File: config.mk
export PLATFORM = sky130hd
export DESIGN_NAME = axi_lite_dw_downsizer
export DESIGN_NICKNAME = d
export VERILOG_FILES = /design/src/common/dw_pkg.sv /design/src/downsizer/dw_addr_split.sv /design/src/downsizer/dw_bresp_merge.sv /design/src/downsizer/dw_rdata_gather.sv /design/src/downsizer/dw_wdata_split.sv /design/src/source/axi_lite_dw_downsizer.sv /design/src/source/axi_lite_spill.sv
export VERILOG_INCLUDE_DIRS = /design/src /design/src/common
export SDC_FILE = /design/constraint.sdc
export NUM_CORES = 1
export LEC_CHECK = 0
export BUFFER_PORTS_ARGS = -buffer_cell sky130_fd_sc_hd__buf_2
export CAP_MARGIN = 20
export CORE_MARGIN = 2
export CORE_UTILIZATION = 45
export DETAILED_ROUTE_END_ITERATION = 10
export PLACE_DENSITY = 0.68
export SLEW_MARGIN = 20
export SYNTH_ARGS = -nofsm -noshare
export SYNTH_HDL_FRONTEND = slang
export SYNTH_HIERARCHICAL = 1
export SYNTH_SLANG_ARGS = --single-unit
File: constraint.sdc
create_clock -name clk_i -period 8.6 [get_ports clk_i]
set_input_delay 1.72 -clock clk_i [delete_from_list [all_inputs] [get_ports clk_i]]
set_output_delay 1.72 -clock clk_i [all_outputs]
set_load 0.02 [all_outputs]
File: src/common/dw_defines.svh
// --------------------
// AXI4-Lite downsizer width and ratio macros.
// Slave port is 64 bits wide, master port is 32 bits wide.
// --------------------

`ifndef DW_DEFINES_SVH
`define DW_DEFINES_SVH

// Address width shared by both ports.
`define DW_ADDR_WIDTH 32

// Data widths of the wide slave port and the narrow master port.
`define DW_SLV_DATA_WIDTH 64
`define DW_MST_DATA_WIDTH 32

// Byte strobe widths, one bit per data byte.
`define DW_SLV_STRB_WIDTH 8
`define DW_MST_STRB_WIDTH 4

// Number of master beats per slave beat, a power of two.
`define DW_DOWNSIZE_FACTOR 2

// The lane selector is log2 of the factor wide.
// It sits in the address right above the master byte offset.
`define DW_SEL_WIDTH 1
`define DW_SEL_OFFSET 2

`endif

File: src/common/dw_pkg.sv
// --------------------
// Channel types of the AXI4-Lite downsizer.
// --------------------

`default_nettype none

`include "dw_defines.svh"

package dw_pkg;

  // AXI response code. OKAY is zero, so an OR merge keeps the worst code.
  typedef logic [1:0] resp_t;
  localparam resp_t RESP_OKAY = 2'b00;

  // Selects one master-width lane of the wide word.
  typedef logic [`DW_SEL_WIDTH-1:0] sel_t;

  // Address request, used for AW and AR on both ports.
  typedef struct packed {
    logic [`DW_ADDR_WIDTH-1:0] addr;
    logic [2:0]                prot;
  } addr_chan_t;

  // Write data beats of the slave and the master port.
  typedef struct packed {
    logic [`DW_SLV_DATA_WIDTH-1:0] data;
    logic [`DW_SLV_STRB_WIDTH-1:0] strb;
  } slv_w_t;

  typedef struct packed {
    logic [`DW_MST_DATA_WIDTH-1:0] data;
    logic [`DW_MST_STRB_WIDTH-1:0] strb;
  } mst_w_t;

  // Write response, identical on both ports.
  typedef struct packed {
    resp_t resp;
  } b_t;

  // Read data beats of the master and the slave port.
  typedef struct packed {
    logic [`DW_MST_DATA_WIDTH-1:0] data;
    resp_t                         resp;
  } mst_r_t;

  typedef struct packed {
    logic [`DW_SLV_DATA_WIDTH-1:0] data;
    resp_t                         resp;
  } slv_r_t;

  // The wide data word, seen either whole or as master-width lanes.
  // Lane 0 holds the least significant bits.
  typedef union packed {
    logic [`DW_SLV_DATA_WIDTH-1:0]                            word;
    logic [`DW_DOWNSIZE_FACTOR-1:0][`DW_MST_DATA_WIDTH-1:0] lane;
  } wide_data_u;

endpackage

`default_nettype wire

File: src/downsizer/dw_addr_split.sv
// --------------------
// Address splitter of the downsizer.
// Issues one aligned master request per lane of a wide AW or AR.
// --------------------

`timescale 1ns/1ns
`default_nettype none

`include "dw_defines.svh"

module dw_addr_split (
  input  wire logic               clk_i,
  input  wire logic               rst_n_i,
  input  wire logic               req_valid_i,
  output logic                    req_ready_o,
  input  wire dw_pkg::addr_chan_t req_i,
  output logic                    mst_valid_o,
  input  wire logic               mst_ready_i,
  output dw_pkg::addr_chan_t      mst_o
);

  import dw_pkg::*;

  // Lane counter, it names the lane of the current master request.
  sel_t sel_q;
  logic last_lane;
  logic mst_hs;

  assign last_lane = (sel_q == sel_t'(`DW_DOWNSIZE_FACTOR - 1));
  assign mst_hs    = mst_valid_o & mst_ready_i;

  // The request stays in the spill register until its last lane is taken.
  assign mst_valid_o = req_valid_i;
  assign req_ready_o = mst_ready_i & last_lane;

  // The selector field takes the lane number and the byte offset is cleared.
  always_comb begin
    mst_o                                       = req_i;
    mst_o.addr[`DW_SEL_OFFSET +: `DW_SEL_WIDTH] = sel_q;
    mst_o.addr[`DW_SEL_OFFSET-1:0]              = '0;
  end

  always_ff @(posedge clk_i or negedge rst_n_i) begin
    if (!rst_n_i) begin
      sel_q <= '0;
    end else if (mst_hs) begin
      sel_q <= last_lane ? '0 : sel_t'(sel_q + 1'b1);
    end
  end

endmodule

`default_nettype wire

File: src/downsizer/dw_bresp_merge.sv
// --------------------
// Write response merger of the downsizer.
// Folds the master B beats of one split write into one slave B.
// --------------------

`timescale 1ns/1ns
`default_nettype none

`include "dw_defines.svh"

module dw_bresp_merge (
  input  wire logic       clk_i,
  input  wire logic       rst_n_i,
  input  wire logic       mst_b_valid_i,
  output logic            mst_b_ready_o,
  input  wire dw_pkg::b_t mst_b_i,
  output logic            slv_b_valid_o,
  input  wire logic       slv_b_ready_i,
  output dw_pkg::b_t      slv_b_o
);

  import dw_pkg::*;

  // Count of B beats already taken and the OR of their responses.
  sel_t  cnt_q;
  resp_t resp_q;
  logic  last_lane;
  logic  mst_hs;

  assign last_lane = (cnt_q == sel_t'(`DW_DOWNSIZE_FACTOR - 1));
  assign mst_hs    = mst_b_valid_i & mst_b_ready_o;

  // Early beats are absorbed here.
  // The last beat is forwarded, so slave back-pressure reaches the master directly.
  assign mst_b_ready_o = last_lane ? slv_b_ready_i : 1'b1;
  assign slv_b_valid_o = mst_b_valid_i & last_lane;
  assign slv_b_o.resp  = resp_q | mst_b_i.resp;

  always_ff @(posedge clk_i or negedge rst_n_i) begin
    if (!rst_n_i) begin
      cnt_q  <= '0;
      resp_q <= RESP_OKAY;
    end else if (mst_hs) begin
      cnt_q  <= last_lane ? '0 : sel_t'(cnt_q + 1'b1);
      // The merged value starts fresh for the next write.
      resp_q <= last_lane ? RESP_OKAY : (resp_q | mst_b_i.resp);
    end
  end

endmodule

`default_nettype wire

File: src/downsizer/dw_rdata_gather.sv
// --------------------
// Read data gatherer of the downsizer.
// Packs the master R beats of one split read into one wide slave R.
// --------------------

`timescale 1ns/1ns
`default_nettype none

`include "dw_defines.svh"

module dw_rdata_gather (
  input  wire logic           clk_i,
  input  wire logic           rst_n_i,
  input  wire logic           mst_r_valid_i,
  output logic                mst_r_ready_o,
  input  wire dw_pkg::mst_r_t mst_r_i,
  output logic                slv_r_valid_o,
  input  wire logic           slv_r_ready_i,
  output dw_pkg::slv_r_t      slv_r_o
);

  import dw_pkg::*;

  // Beat counter over the lanes of the current read.
  sel_t       cnt_q;
  logic       last_lane;
  logic       mst_hs;
  // One register per lane except the top one, which is taken from the master port.
  mst_r_t [`DW_DOWNSIZE_FACTOR-2:0] lane_q;
  wide_data_u gather;
  resp_t      resp_merged;

  assign last_lane = (cnt_q == sel_t'(`DW_DOWNSIZE_FACTOR - 1));
  assign mst_hs    = mst_r_valid_i & mst_r_ready_o;

  // The last beat is only accepted when the slave can take the wide word.
  assign mst_r_ready_o = last_lane ? slv_r_ready_i : 1'b1;
  assign slv_r_valid_o = mst_r_valid_i & last_lane;

  // Stored lanes fill the low part of the word, and the live beat fills the top lane.
  // The response is the OR over every lane of the read.
  always_comb begin
    gather.lane[`DW_DOWNSIZE_FACTOR-1] = mst_r_i.data;
    resp_merged                        = mst_r_i.resp;
    for (int i = 0; i < `DW_DOWNSIZE_FACTOR - 1; i++) begin
      gather.lane[i] = lane_q[i].data;
      resp_merged    = resp_merged | lane_q[i].resp;
    end
    slv_r_o.data = gather.word;
    slv_r_o.resp = resp_merged;
  end

  always_ff @(posedge clk_i or negedge rst_n_i) begin
    if (!rst_n_i) begin
      cnt_q <= '0;
    end else if (mst_hs) begin
      cnt_q <= last_lane ? '0 : sel_t'(cnt_q + 1'b1);
    end
  end

  // Each early beat lands in the register of its own lane.
  // Every lane is rewritten before the last beat of the next read.
  always_ff @(posedge clk_i) begin
    for (int i = 0; i < `DW_DOWNSIZE_FACTOR - 1; i++) begin
      if (mst_hs && (cnt_q == sel_t'(i))) begin
        lane_q[i] <= mst_r_i;
      end
    end
  end

endmodule

`default_nettype wire

File: src/downsizer/dw_wdata_split.sv
// --------------------
// Write data splitter of the downsizer.
// Sends one wide W beat as a series of master-width beats.
// --------------------

`timescale 1ns/1ns
`default_nettype none

`include "dw_defines.svh"

module dw_wdata_split (
  input  wire logic           clk_i,
  input  wire logic           rst_n_i,
  input  wire logic           w_valid_i,
  output logic                w_ready_o,
  input  wire dw_pkg::slv_w_t w_i,
  output logic                mst_w_valid_o,
  input  wire logic           mst_w_ready_i,
  output dw_pkg::mst_w_t      mst_w_o
);

  import dw_pkg::*;

  // This counter runs apart from the AW one, as the two channels are decoupled.
  sel_t       sel_q;
  logic       last_lane;
  logic       mst_hs;
  wide_data_u data_view;

  assign last_lane = (sel_q == sel_t'(`DW_DOWNSIZE_FACTOR - 1));
  assign mst_hs    = mst_w_valid_o & mst_w_ready_i;

  assign mst_w_valid_o = w_valid_i;
  assign w_ready_o     = mst_w_ready_i & last_lane;

  // Lane k of data goes out with strobe lane k.
  // A lane with an all-zero strobe is still sent, so the beat count stays fixed.
  always_comb begin
    data_view.word = w_i.data;
    mst_w_o.data   = data_view.lane[sel_q];
    mst_w_o.strb   = w_i.strb[sel_q * `DW_MST_STRB_WIDTH +: `DW_MST_STRB_WIDTH];
  end

  always_ff @(posedge clk_i or negedge rst_n_i) begin
    if (!rst_n_i) begin
      sel_q <= '0;
    end else if (mst_hs) begin
      sel_q <= last_lane ? '0 : sel_t'(sel_q + 1'b1);
    end
  end

endmodule

`default_nettype wire

File: src/source/axi_lite_dw_downsizer.sv
// --------------------
// AXI4-Lite data-width downsizer, 64-bit slave port to 32-bit master port.
// Requests are buffered, split per lane, and responses are merged back.
// --------------------

`timescale 1ns/1ns
`default_nettype none

module axi_lite_dw_downsizer (
  input  wire logic               clk_i,
  input  wire logic               rst_n_i,
  // Slave port, driven by the wide manager.
  input  wire logic               slv_aw_valid_i,
  output logic                    slv_aw_ready_o,
  input  wire dw_pkg::addr_chan_t slv_aw_i,
  input  wire logic               slv_w_valid_i,
  output logic                    slv_w_ready_o,
  input  wire dw_pkg::slv_w_t     slv_w_i,
  output logic                    slv_b_valid_o,
  input  wire logic               slv_b_ready_i,
  output dw_pkg::b_t              slv_b_o,
  input  wire logic               slv_ar_valid_i,
  output logic                    slv_ar_ready_o,
  input  wire dw_pkg::addr_chan_t slv_ar_i,
  output logic                    slv_r_valid_o,
  input  wire logic               slv_r_ready_i,
  output dw_pkg::slv_r_t          slv_r_o,
  // Master port, toward the narrow subordinate.
  output logic                    mst_aw_valid_o,
  input  wire logic               mst_aw_ready_i,
  output dw_pkg::addr_chan_t      mst_aw_o,
  output logic                    mst_w_valid_o,
  input  wire logic               mst_w_ready_i,
  output dw_pkg::mst_w_t          mst_w_o,
  input  wire logic               mst_b_valid_i,
  output logic                    mst_b_ready_o,
  input  wire dw_pkg::b_t         mst_b_i,
  output logic                    mst_ar_valid_o,
  input  wire logic               mst_ar_ready_i,
  output dw_pkg::addr_chan_t      mst_ar_o,
  input  wire logic               mst_r_valid_i,
  output logic                    mst_r_ready_o,
  input  wire dw_pkg::mst_r_t     mst_r_i
);

  import dw_pkg::*;

  // Outputs of the input spill registers.
  addr_chan_t aw_spill;
  logic       aw_spill_valid;
  logic       aw_spill_ready;
  slv_w_t     w_spill;
  logic       w_spill_valid;
  logic       w_spill_ready;
  addr_chan_t ar_spill;
  logic       ar_spill_valid;
  logic       ar_spill_ready;

  // The three request channels enter through spill registers.
  axi_lite_spill #(
    .WIDTH ( $bits(addr_chan_t) )
  ) i_spill_aw (
    .clk_i   ( clk_i          ),
    .rst_n_i ( rst_n_i        ),
    .valid_i ( slv_aw_valid_i ),
    .ready_o ( slv_aw_ready_o ),
    .data_i  ( slv_aw_i       ),
    .valid_o ( aw_spill_valid ),
    .ready_i ( aw_spill_ready ),
    .data_o  ( aw_spill       )
  );

  axi_lite_spill #(
    .WIDTH ( $bits(slv_w_t) )
  ) i_spill_w (
    .clk_i   ( clk_i         ),
    .rst_n_i ( rst_n_i       ),
    .valid_i ( slv_w_valid_i ),
    .ready_o ( slv_w_ready_o ),
    .data_i  ( slv_w_i       ),
    .valid_o ( w_spill_valid ),
    .ready_i ( w_spill_ready ),
    .data_o  ( w_spill       )
  );

  axi_lite_spill #(
    .WIDTH ( $bits(addr_chan_t) )
  ) i_spill_ar (
    .clk_i   ( clk_i          ),
    .rst_n_i ( rst_n_i        ),
    .valid_i ( slv_ar_valid_i ),
    .ready_o ( slv_ar_ready_o ),
    .data_i  ( slv_ar_i       ),
    .valid_o ( ar_spill_valid ),
    .ready_i ( ar_spill_ready ),
    .data_o  ( ar_spill       )
  );

  // Write address and data are split on their own, each with its own lane counter.
  dw_addr_split i_aw_split (
    .clk_i       ( clk_i          ),
    .rst_n_i     ( rst_n_i        ),
    .req_valid_i ( aw_spill_valid ),
    .req_ready_o ( aw_spill_ready ),
    .req_i       ( aw_spill       ),
    .mst_valid_o ( mst_aw_valid_o ),
    .mst_ready_i ( mst_aw_ready_i ),
    .mst_o       ( mst_aw_o       )
  );

  dw_wdata_split i_w_split (
    .clk_i         ( clk_i         ),
    .rst_n_i       ( rst_n_i       ),
    .w_valid_i     ( w_spill_valid ),
    .w_ready_o     ( w_spill_ready ),
    .w_i           ( w_spill       ),
    .mst_w_valid_o ( mst_w_valid_o ),
    .mst_w_ready_i ( mst_w_ready_i ),
    .mst_w_o       ( mst_w_o       )
  );

  dw_addr_split i_ar_split (
    .clk_i       ( clk_i          ),
    .rst_n_i     ( rst_n_i        ),
    .req_valid_i ( ar_spill_valid ),
    .req_ready_o ( ar_spill_ready ),
    .req_i       ( ar_spill       ),
    .mst_valid_o ( mst_ar_valid_o ),
    .mst_ready_i ( mst_ar_ready_i ),
    .mst_o       ( mst_ar_o       )
  );

  // Responses come straight from the master port and are merged toward the slave.
  dw_bresp_merge i_b_merge (
    .clk_i         ( clk_i         ),
    .rst_n_i       ( rst_n_i       ),
    .mst_b_valid_i ( mst_b_valid_i ),
    .mst_b_ready_o ( mst_b_ready_o ),
    .mst_b_i       ( mst_b_i       ),
    .slv_b_valid_o ( slv_b_valid_o ),
    .slv_b_ready_i ( slv_b_ready_i ),
    .slv_b_o       ( slv_b_o       )
  );

  dw_rdata_gather i_r_gather (
    .clk_i         ( clk_i         ),
    .rst_n_i       ( rst_n_i       ),
    .mst_r_valid_i ( mst_r_valid_i ),
    .mst_r_ready_o ( mst_r_ready_o ),
    .mst_r_i       ( mst_r_i       ),
    .slv_r_valid_o ( slv_r_valid_o ),
    .slv_r_ready_i ( slv_r_ready_i ),
    .slv_r_o       ( slv_r_o       )
  );

endmodule

`default_nettype wire

File: src/source/axi_lite_spill.sv
// --------------------
// Two-entry spill register for one valid/ready channel.
// Both the forward and the backward path are registered.
// --------------------

`timescale 1ns/1ns
`default_nettype none

module axi_lite_spill #(
  parameter int unsigned WIDTH = $bits(dw_pkg::addr_chan_t)
) (
  input  wire logic             clk_i,
  input  wire logic             rst_n_i,
  input  wire logic             valid_i,
  output logic                  ready_o,
  input  wire logic [WIDTH-1:0] data_i,
  output logic                  valid_o,
  input  wire logic             ready_i,
  output logic      [WIDTH-1:0] data_o
);

  // Storage slots and their fill flags.
  logic [1:0][WIDTH-1:0] slot_q;
  logic [1:0]            full_q;
  logic [1:0]            full_d;
  // The write pointer names the next free slot, the read pointer the oldest entry.
  logic                  wr_ptr_q;
  logic                  rd_ptr_q;
  logic                  push;
  logic                  pop;

  // Ready drops only when both slots hold data.
  assign ready_o = ~(full_q[0] & full_q[1]);
  assign valid_o = full_q[rd_ptr_q];
  assign data_o  = slot_q[rd_ptr_q];

  assign push = valid_i & ready_o;
  assign pop  = valid_o & ready_i;

  // A push and a pop in one cycle always touch different slots.
  always_comb begin
    full_d = full_q;
    if (pop) begin
      full_d[rd_ptr_q] = 1'b0;
    end
    if (push) begin
      full_d[wr_ptr_q] = 1'b1;
    end
  end

  always_ff @(posedge clk_i or negedge rst_n_i) begin
    if (!rst_n_i) begin
      full_q   <= 2'b00;
      wr_ptr_q <= 1'b0;
      rd_ptr_q <= 1'b0;
    end else begin
      full_q <= full_d;
      if (push) begin
        wr_ptr_q <= ~wr_ptr_q;
      end
      if (pop) begin
        rd_ptr_q <= ~rd_ptr_q;
      end
    end
  end

  // The payload is only captured into a free slot.
  always_ff @(posedge clk_i) begin
    if (push) begin
      slot_q[wr_ptr_q] <= data_i;
    end
  end

endmodule

`default_nettype wire
==> flow_metrics.tcl, run 1 <==
set metrics [dict create \
    synth_area_mm2 0.01345 \
    critPathLaunch "i_spill_w/rd_ptr_q$_DFFE_PN0N_" \
    worst_slew_margin_rel 0.3423 \
    dieArea_mm2 0.03128 \
    critPathSlowestCell "dfrtp_4" \
    initial_utilization 0.4549 \
    crit_type "flip-flop to output port" \
    die_width_um 176.9 \
    yosysWarnings 6 \
    critPathArrivalTime_ns 2.80 \
    fin_util 0.5326 \
    worstPathCellList "buf_4, mux2_2, mux2_4, buf_2" \
    grt_antenna_before_repair 7 \
    post_cts_buffers 0 \
    hp-start "i_aw_split/last_lane$_DFFE_PN0P_" \
    grt_usage 0.1532 \
    avgViaCountPerCell 4.774 \
    hpwl_um 16790 \
    routed_wl_um 24910 \
    whs_ns 0.4893 \
    cts_sinks 325 \
    layout-drive-gt1-share 0.6156 \
    finalHoldViolations 0 \
    finalNonFillerCells 1396 \
    min_path_type "flip-flop to flip-flop" \
    gp_congestion 0.7595 \
    portBuffers 363 \
    power_leakage_nw 6.106 \
    tightest_slew_ns 0.9865 \
    cts_buffers 35 \
    avgRoutedWirePerCell_um 17.84 \
    netlist_instances 720 \
    detail-route-antenna-nets 0 \
    grt_pass1_wl_um 36840 \
    clock_path_buffers 3 \
    max_freq_mhz 221.2 \
    cts.htree.levels 2 \
    period_minus_slack_ns 4.521 \
    first_iter_violations 323 \
    whs_path_depth 1 \
    critPathMaxFanout 47 \
    dp.cells 1326 \
    worst_setup_path_start_kind "flip-flop" \
    grt_pass1_vias 6825 \
    syn2layout_area_growth_pct 17.08 \
    tns_ns 0 \
    syn_avg_cell_area_um2 18.68 \
    route.detailed.drc 0 \
    clkLatencyLatePin_ns 0.50 \
    num_vias 6664 \
    finalCritPeriodShare 0.5257 \
    path_clk_slew_ns 0.06 \
    r2r_cells 3 \
    place_ws_ns 4.556 \
    globalRoute.totalOverflow 0 \
    peakVddDrop_mv 0.2479 \
    finalWorstSetupSlack_ns 4.079 \
    cts.hold.buffers_added 0 \
    grt_max_degree 73 \
    reg2reg_from "i_spill_w/full_q[0]$_DFF_PN0_" \
    outcome "complete, no violations" \
    max-cap-violations 0 \
    powerDensity_mw_per_mm2 347.7 \
    nets 1163 \
    die_h_um 176.9 \
    first_pass_iters 4 \
    cts_tree "built" \
    cp.required_ns 6.88 \
    critPathMaxStageDelay_ns 0.72 \
    rows 63 \
    rsz0062_at_grt "no" \
    clockRootBuffer "clkbuf_16" \
    core-area_mm2 0.02956 \
    worst_clock_skew_ns 0.007153 \
    drv_slew 0 \
    finalSetupViolCount 0 \
    cts-resized-gates 0 \
    ios 374 \
    fillCellCount 2489 \
    critPathCaptureType "output port" \
]
==> stage by stage <==
stage | cell area [um2] | power [mW]
4_1_cts | 15730 | 5.567
2_1_floorplan | 13450 | 3.832
3_5_place_dp | 14620 | 4.113
3_3_place_gp | 14620 | 4.084
5_1_grt | 15730 | 5.745
6_report | 15740 | 5.474
==> power by group <==
group / internal (mW) / total, mW / switching [mW]
logic: 0.778 / 1.77 / 0.991
clock network: 0.864 / 1.43 / 0.564
registers: 2.12 / 2.28 / 0.155
==> per-layer routing <==
layer  part of all wire  routed length [um]  global-route usage
met2               0.49               12210              0.2534
met1               0.40                9941              0.1854
met4              0.028                 706             0.05820
met5             0.0011                  27                   0
met3              0.081                2020             0.05284
==> worst max-delay path, delay by kind of cell (launching register included) <==
family   cells  cell delay, ns
buf+inv      2            0.83
flops        1            0.72
mux          2            0.68
==> flip-flops by register name, summed over array words and instances (netlist names) <==
register / flops
i_spill_w/slot_q: 144
i_spill_ar/slot_q: 64
i_spill_aw/slot_q: 64
i_r_gather/slv_r_o: 32
i_b_merge/resp_q: 2
i_r_gather/lane_q: 2
i_spill_ar/full_q: 2
i_spill_aw/full_q: 2
i_spill_w/full_q: 2
i_ar_split/last_lane: 1
i_aw_split/last_lane: 1
i_b_merge/cnt_q: 1
i_r_gather/cnt_q: 1
i_spill_ar/rd_ptr_q: 1
i_spill_ar/wr_ptr_q: 1
i_spill_aw/rd_ptr_q: 1
i_spill_aw/wr_ptr_q: 1
i_spill_w/rd_ptr_q: 1
i_spill_w/wr_ptr_q: 1
i_w_split/last_lane: 1
==> area by class of cell <==
type / count / area, um2 / area share
flip-flops and latches: 325 / 9669 / 0.6142
multi-input cells: 239 / 2579 / 0.1638
repair buffers: 372 / 1884 / 0.1197
clock buffers: 50 / 994.7 / 0.06318
well taps: 390 / 488.0 / 0.03099
clock inverters: 13 / 111.4 / 0.007073
diodes: 7 / 17.52 / 0.001113
==> cells in the final DEF (no fill, tap or decap), types with 2 or more instances in the layout <==
| cell | count |
|---|---|
| xnor2_1 | 6 |
| edfxtp_1 | 306 |
| and2_4 | 2 |
| bufinv_16 | 2 |
| nand2b_1 | 5 |
| conb_1 | 4 |
| a21oi_2 | 2 |
| nand2_2 | 2 |
| buf_4 | 9 |
| a31oi_1 | 3 |
| or2_2 | 4 |
| and2_2 | 2 |
| buf_2 | 363 |
| clkbuf_1 | 11 |
| and3_1 | 2 |
| a21bo_2 | 3 |
| diode_2 | 7 |
| nor2_1 | 2 |
| clkbuf_8 | 2 |
| a21oi_1 | 5 |
| clkinv_1 | 6 |
| o2bb2ai_1 | 5 |
| mux2_4 | 45 |
| clkinv_2 | 4 |
| nand2_1 | 8 |
| a32o_1 | 3 |
| dfrtp_1 | 17 |
| clkbuf_16 | 37 |
| mux2_2 | 130 |
| nor2_4 | 2 |
==> path summary, 6_finish.rpt <==
kind                                               endpoint  slack [ns]
hold / removal             i_aw_split/last_lane$_DFFE_PN0P_        0.49
hold reg to reg            i_aw_split/last_lane$_DFFE_PN0P_        0.49
setup / recovery                                mst_w_o[21]        4.08
max in group asynchronous    i_spill_w/rd_ptr_q$_DFFE_PN0N_        6.96
setup reg to reg             i_spill_w/slot_q[71]$_DFFE_PP_        6.42
min in group asynchronous      i_r_gather/cnt_q$_DFFE_PN0P_        1.21
(Power assumes the default switching activity.)
==> run 2, diff against run 1 <==
--- a/config.mk
+++ b/config.mk
@@ -6,12 +6,13 @@
 export SDC_FILE = /design/constraint.sdc
 export NUM_CORES = 1
 export LEC_CHECK = 0
+export ABC_AREA = 1
 export BUFFER_PORTS_ARGS = -buffer_cell sky130_fd_sc_hd__buf_2
 export CAP_MARGIN = 20
 export CORE_MARGIN = 2
 export CORE_UTILIZATION = 45
 export DETAILED_ROUTE_END_ITERATION = 10
-export PLACE_DENSITY = 0.68
+export PLACE_DENSITY = 0.71
 export SLEW_MARGIN = 20
 export SYNTH_ARGS = -nofsm -noshare
 export SYNTH_HDL_FRONTEND = slang
==> constraint.sdc (replaced) <==
create_clock -name clk_i -period 4 [get_ports clk_i]
set_input_delay 0.8 -clock clk_i [delete_from_list [all_inputs] [get_ports clk_i]]
set_output_delay 0.8 -clock clk_i [all_outputs]
set_load 0.02 [all_outputs]
==> run 2 against run 1 <==
Effect of this change:
- sequential power grew 110%
- core utilization is essentially flat
- synthesized cell count grew 57%
- critical path depth grew 2
- via count grew 25%
- worst hold slack lost 0.20 ns
- largest power group unchanged
- final cell count grew 28%
- register-to-register slack lost 4.3 ns
- largest cell class unchanged
==> flow_metrics.tcl, run 2 <==
set metrics [dict create \
    globalRoute.totalOverflow 0 \
    finalHoldViolations 0 \
    dieArea_mm2 0.03113 \
    cts.htree.levels 2 \
    cts-resized-gates 0 \
    r2r_end "i_spill_w/slot_q[44]$_DFFE_PP_" \
    initial_utilization 0.4539 \
    crit_type "flip-flop to output port" \
    route.detailed.drc 0 \
    critPathSlowestCell "buf_4" \
    netlist_instances 1133 \
    ios 374 \
    fillCellCount 2505 \
    grt_pass1_vias 8013 \
    portBuffers 363 \
    reg.largest.list "i_spill_w/slot_q (144), i_spill_ar/slot_q (64), i_spill_aw/slot_q (64)" \
    min_path_type "input pin to asynchronous set/reset pin" \
    critPathArrivalTime_ns 2.15 \
    seqPwrFrac 0.393 \
    ff2ff_setup_slack_ns 2.17 \
    largest_reg_flops 144 \
    die_h_um 176.4 \
    worst_setup_path_start_kind "flip-flop" \
    max_freq_mhz 339.2 \
    mostFrequentLayoutCells "582 x nand2_1, 363 x buf_2, 306 x edfxtp_1, 38 x clkbuf_16, 21 x inv_1" \
    avgRoutedWirePerCell_um 15.72 \
    clkLatencyLatePin_ns 0.51 \
    peakVddDrop_mv 0.5080 \
    outcome "complete, no violations" \
    critPathMaxFanout 76 \
    core-area_mm2 0.02948 \
    p_switching_mw 4.451 \
    dp.cells 1724 \
    rows 63 \
    nets 1562 \
    yosysWarnings 6 \
    num_vias 8307 \
    switching_share 0.3684 \
    finalSetupViolCount 0 \
    post_cts_buffers 0 \
    gp_congestion 0.7356 \
    grt_pass1_wl_um 41610 \
    hpwl_um 18250 \
    rsz0062_at_grt "no" \
    critPathMaxStageDelay_ns 0.64 \
    cts_buffers 36 \
    worst_clock_skew_ns 0.01855 \
    power_frac_clock 0.270 \
    cts.hold.buffers_added 0 \
    powerDensity_mw_per_mm2 770.1 \
    finalNonFillerCells 1791 \
    cp.required_ns 3.20 \
    clock_path_buffers 3 \
    routed_wl_um 28160 \
    critPathCaptureType "output port" \
    cts_tree "built" \
    top_register "i_spill_w/slot_q" \
    synth_area_mm2 0.01338 \
    cp_num_buf_inv 2 \
    finalCritPeriodShare 0.7370 \
    regArea_mm2 0.009666 \
    drv_slew 0 \
    crit_family "buffers and inverters" \
    worst_slew_margin_rel 0.4558 \
    layout_commonest_cell "nand2_1" \
    grt_usage 0.1725 \
    first_iter_violations 482 \
    r2r_cells 4 \
    multiInputGateArea_mm2 0.002316 \
    p_comb_frac 0.337 \
    reg2reg_from "i_spill_w/full_q[1]$_DFF_PN0_" \
    cts_sinks 325 \
    detail-route-antenna-nets 0 \
    die_width_um 176.4 \
    tightest_slew_ns 0.8151 \
    crit_top_cell "nand2_1" \
    period_minus_slack_ns 2.948 \
    syn2layout_area_growth_pct 17.25 \
    first_pass_iters 5 \
    avgViaCountPerCell 4.638 \
    worstPathCellList "buf_4, nand2_1, nand2_1, nand2_1, nand2_1, buf_2" \
    path_clk_slew_ns 0.06 \
    max-cap-violations 0 \
    layout-drive-gt1-share 0.3117 \
    grt_antenna_before_repair 4 \
    clockRootBuffer "clkbuf_16" \
    tns_ns 0 \
    intPower_mw 7.632 \
    power_leakage_nw 7.024 \
    grt_max_degree 77 \
    syn_avg_cell_area_um2 11.81 \
]
## run 2: cell type report
cell class                      count  share of cell area
Clock buffer                       48             0.06427
Timing Repair Buffer              373              0.1222
Inverter                           28            0.006858
Tap cell                          390             0.03110
Antenna cell                        2           0.0003190
Clock inverter                     17             0.01164
Sequential cell                   325              0.6160
Multi-Input combinational cell    608              0.1476
## run 2: worst max path at each step
stage | startpoint | to | slack (ns) | depth (start not counted)
CTS | i_spill_w/rd_ptr_q$_DFFE_PN0N_ | mst_w_o[2] | 1.00 | 6
detailed placement | i_spill_w/rd_ptr_q$_DFFE_PN0N_ | mst_w_o[2] | 1.56 | 6
global placement | i_spill_w/rd_ptr_q$_DFFE_PN0N_ | mst_w_o[3] | 1.55 | 6
global route | i_spill_w/rd_ptr_q$_DFFE_PN0N_ | mst_w_o[1] | 0.88 | 6
floorplan | slv_w_valid_i | i_spill_w/slot_q[0]$_DFFE_PP_ | 1.25 | 2
finish | i_spill_w/rd_ptr_q$_DFFE_PN0N_ | mst_w_o[3] | 1.05 | 6
## run 2: routing by layer
| metal | up-vias | GRT usage | routed length, um |
|---|---|---|---|
| li1 | 4039 | - | - |
| met1 | 3908 | 0.2034 | 10970 |
| met2 | 308 | 0.3036 | 14110 |
| met3 | 50 | 0.05039 | 2531 |
| met4 | 2 | 0.05475 | 525 |
| met5 | - | 0 | 13 |
## run 2: through the flow
step	setup slack (ns)	area, um2	hold slack, ns	total power, mW	utilization
floorplan	1.249	13390	0.4343	8.156	-
global placement	1.553	14490	0.4513	8.865	0.4916
detailed placement	1.561	14490	0.4644	8.956	0.4916
CTS	1.004	15690	0.2892	12.25	0.5320
global route	0.8768	15690	0.3047	12.80	0.5321
finish	1.052	15690	0.2844	12.08	0.5322
## run 2: power by group through the flow
stage | clock (mW) | combinational [mW] | sequential (mW)
3_3_place_gp | 0 | 4.08 | 4.78
6_report | 3.26 | 4.07 | 4.75
3_5_place_dp | 0 | 4.14 | 4.82
2_1_floorplan | 0 | 3.36 | 4.80
5_1_grt | 3.48 | 4.51 | 4.81
4_1_cts | 3.35 | 4.15 | 4.75
==> run 3, diff against run 2 <==
--- a/config.mk
+++ b/config.mk
@@ -12,7 +12,7 @@
 export CORE_MARGIN = 2
 export CORE_UTILIZATION = 45
 export DETAILED_ROUTE_END_ITERATION = 10
-export PLACE_DENSITY = 0.71
+export PLACE_DENSITY = 0.68
 export SLEW_MARGIN = 20
 export SYNTH_ARGS = -nofsm -noshare
 export SYNTH_HDL_FRONTEND = slang
==> constraint.sdc (replaced) <==
create_clock -name clk_i -period 3 [get_ports clk_i]
set_input_delay 0.6 -clock clk_i [delete_from_list [all_inputs] [get_ports clk_i]]
set_output_delay 0.6 -clock clk_i [all_outputs]
set_load 0.02 [all_outputs]
==> run 3 against run 2 <==
Effect of this change:
- via count fell by 1.1%
- critical path depth stayed put
- worst hold slack worse by 0.21 ns
- sequential power increased by 33%
- wire length decreased by 3.3%
- total power increased by 31%
- flip-flop and latch count unchanged
- core utilization shrank 0.28 points
- combinational power rose by 32%
- clock power grew 26%
- register-to-register slack got worse by 1.0 ns
- sequential share of layout area increased by 0.33 points
- critical path type unchanged
- largest power group unchanged
==> flow_metrics.tcl, run 3 (synthesis gave the netlist of run 2 again) <==
set metrics [dict create \
    outcome "complete, no violations" \
    mostFrequentLayoutCells "582 x nand2_1, 363 x buf_2, 306 x edfxtp_1, 35 x clkbuf_16, 22 x inv_1" \
    grt_max_degree 77 \
    clockRootBuffer "clkbuf_16" \
    cts_tree "built" \
    avgRoutedWirePerCell_um 15.20 \
    num_vias 8217 \
    first_iter_violations 506 \
    detail-route-antenna-nets 0 \
    finalWorstSetupSlack_ns 0.2484 \
    critPathArrivalTime_ns 2.15 \
    grt_antenna_before_repair 2 \
    crit_type "flip-flop to output port" \
    grt_pass1_vias 8045 \
    grt_usage 0.1684 \
    clkLatencyLatePin_ns 0.51 \
    critPathSlowestCell "buf_4" \
    cts.htree.levels 2 \
    route.detailed.drc 0 \
    initial_utilization 0.4539 \
    hpwl_um 17480 \
    critPathMaxStageDelay_ns 0.66 \
    post_cts_buffers 0 \
    peakVddDrop_mv 0.6664 \
    avgViaCountPerCell 4.591 \
    cp_num_buf_inv 2 \
    die_width_um 176.4 \
    portBuffers 363 \
    multiInputGateArea_mm2 0.002316 \
    grt_pass1_wl_um 40970 \
    tns_ns 0 \
    rsz0062_at_grt "no" \
    place_ws_ns 0.7666 \
    powerDensity_mw_per_mm2 1013 \
    power_leakage_nw 7.003 \
    finalSetupViolCount 0 \
    path_clk_slew_ns 0.06 \
    ff2ff_setup_slack_ns 1.16 \
    top_register "i_spill_w/slot_q" \
    regArea_mm2 0.009666 \
    dieArea_mm2 0.03113 \
    worst_slew_margin_rel 0.4287 \
    max_freq_mhz 363.4 \
    worstPathCellList "buf_4, nand2_1, nand2_1, nand2_1, nand2_1, buf_2" \
    globalRoute.totalOverflow 0 \
    crit_family "buffers and inverters" \
    min_path_type "input pin to asynchronous set/reset pin" \
    critPathMaxFanout 76 \
    whs_ns 0.06943 \
    clock_path_buffers 3 \
    fillCellCount 2527 \
    max-cap-violations 0 \
    cts_buffers 35 \
    placed_area_mm2 0.01450 \
    cts-resized-gates 0 \
    cts.hold.buffers_added 0 \
    core-area_mm2 0.02948 \
    first_pass_iters 4 \
    drv_slew 0 \
    layout_commonest_cell "nand2_1" \
    rows 63 \
    cts_sinks 325 \
    finalInstanceArea_mm2 0.01561 \
    reg.largest.list "i_spill_w/slot_q (144), i_spill_ar/slot_q (64), i_spill_aw/slot_q (64)" \
    gp_congestion 0.7577 \
    finalHoldViolations 0 \
    worst_setup_path_start_kind "flip-flop" \
    worst_clock_skew_ns 0.01196 \
    finalCritPeriodShare 0.9172 \
    crit_top_cell "nand2_1" \
    syn2layout_area_growth_pct 16.62 \
    ios 374 \
    layout-drive-gt1-share 0.3104 \
    nets 1562 \
    largest_reg_flops 144 \
    routed_wl_um 27210 \
    critPathCaptureType "output port" \
    cp.required_ns 2.40 \
    die_h_um 176.4 \
    period_minus_slack_ns 2.752 \
    tightest_slew_ns 0.8570 \
]
[run 3: cell types whose count changed in the layout (fill, tap and decap cells not counted), sizes merged]
| cell | previous run | this run |
|---|---|---|
| buf | 373 | 374 |
| clkbuf | 48 | 42 |
| clkinv | 10 | 12 |
| clkinvlp | 4 | 1 |
| inv | 28 | 33 |
[run 3: layout make-up]
class / instances / share of cell area
sequential: 325 / 0.6193
multi-input combinational: 608 / 0.1484
timing repair buffer: 374 / 0.1233
clock buffer: 42 / 0.05780
tap: 390 / 0.03127
clock inverter: 21 / 0.01267
inverter: 28 / 0.006895
antenna: 2 / 0.0003207
[run 3: path summary, 6_finish.rpt]
path	startpoint	end	cells past startpoint
worst max-delay path	i_spill_w/rd_ptr_q$_DFFE_PN0N_	mst_w_o[20]	6
worst min-delay path	rst_n_i	i_b_merge/resp_q[0]$_DFFE_PN0P_	1
worst max register to register	i_spill_w/full_q[1]$_DFF_PN0_	i_spill_w/slot_q[48]$_DFFE_PP_	4
worst min register to register	i_b_merge/resp_q[0]$_DFFE_PN0P_	i_b_merge/resp_q[0]$_DFFE_PN0P_	2
max in group asynchronous	rst_n_i	i_spill_w/rd_ptr_q$_DFFE_PN0N_	1
min in group clk_i	slv_ar_i[16]	i_spill_ar/slot_q[16]$_DFFE_PP_	1
[run 3: per-layer routing]
layer  GRT usage  vias to the layer above  wire, um
met5           0                        -        13
li1            -                     4045         -
met4     0.05923                        2       807
met2      0.2833                      287     13220
met3     0.04996                       59      2362
met1      0.2073                     3824     10810
[run 3: worst reg2reg max path: cells and delay by family (launching register included)]
kind | cells | cell delay, ns
and+or+nand+nor | 2 | 0.31
DFF | 1 | 0.41
buffers and inverters | 2 | 0.73
[run 3: power by group]
part           internal (mW)  leakage, nW  switching, mW
combinational           1.47         3.42           3.91
sequential              6.07         3.05          0.252
clock                   2.42        0.538           1.68
[run 3: metrics by stage]
| step | power [mW] | utilization | std cells |
|---|---|---|---|
| 2_1_floorplan | 10.87 | - | 1135 |
| 3_3_place_gp | 11.80 | 0.4919 | 1725 |
| 3_5_place_dp | 11.89 | 0.4919 | 1725 |
| 4_1_cts | 16.02 | 0.5292 | 1788 |
| 5_1_grt | 16.79 | 0.5293 | 1789 |
| 6_report | 15.81 | 0.5294 | 1790 |
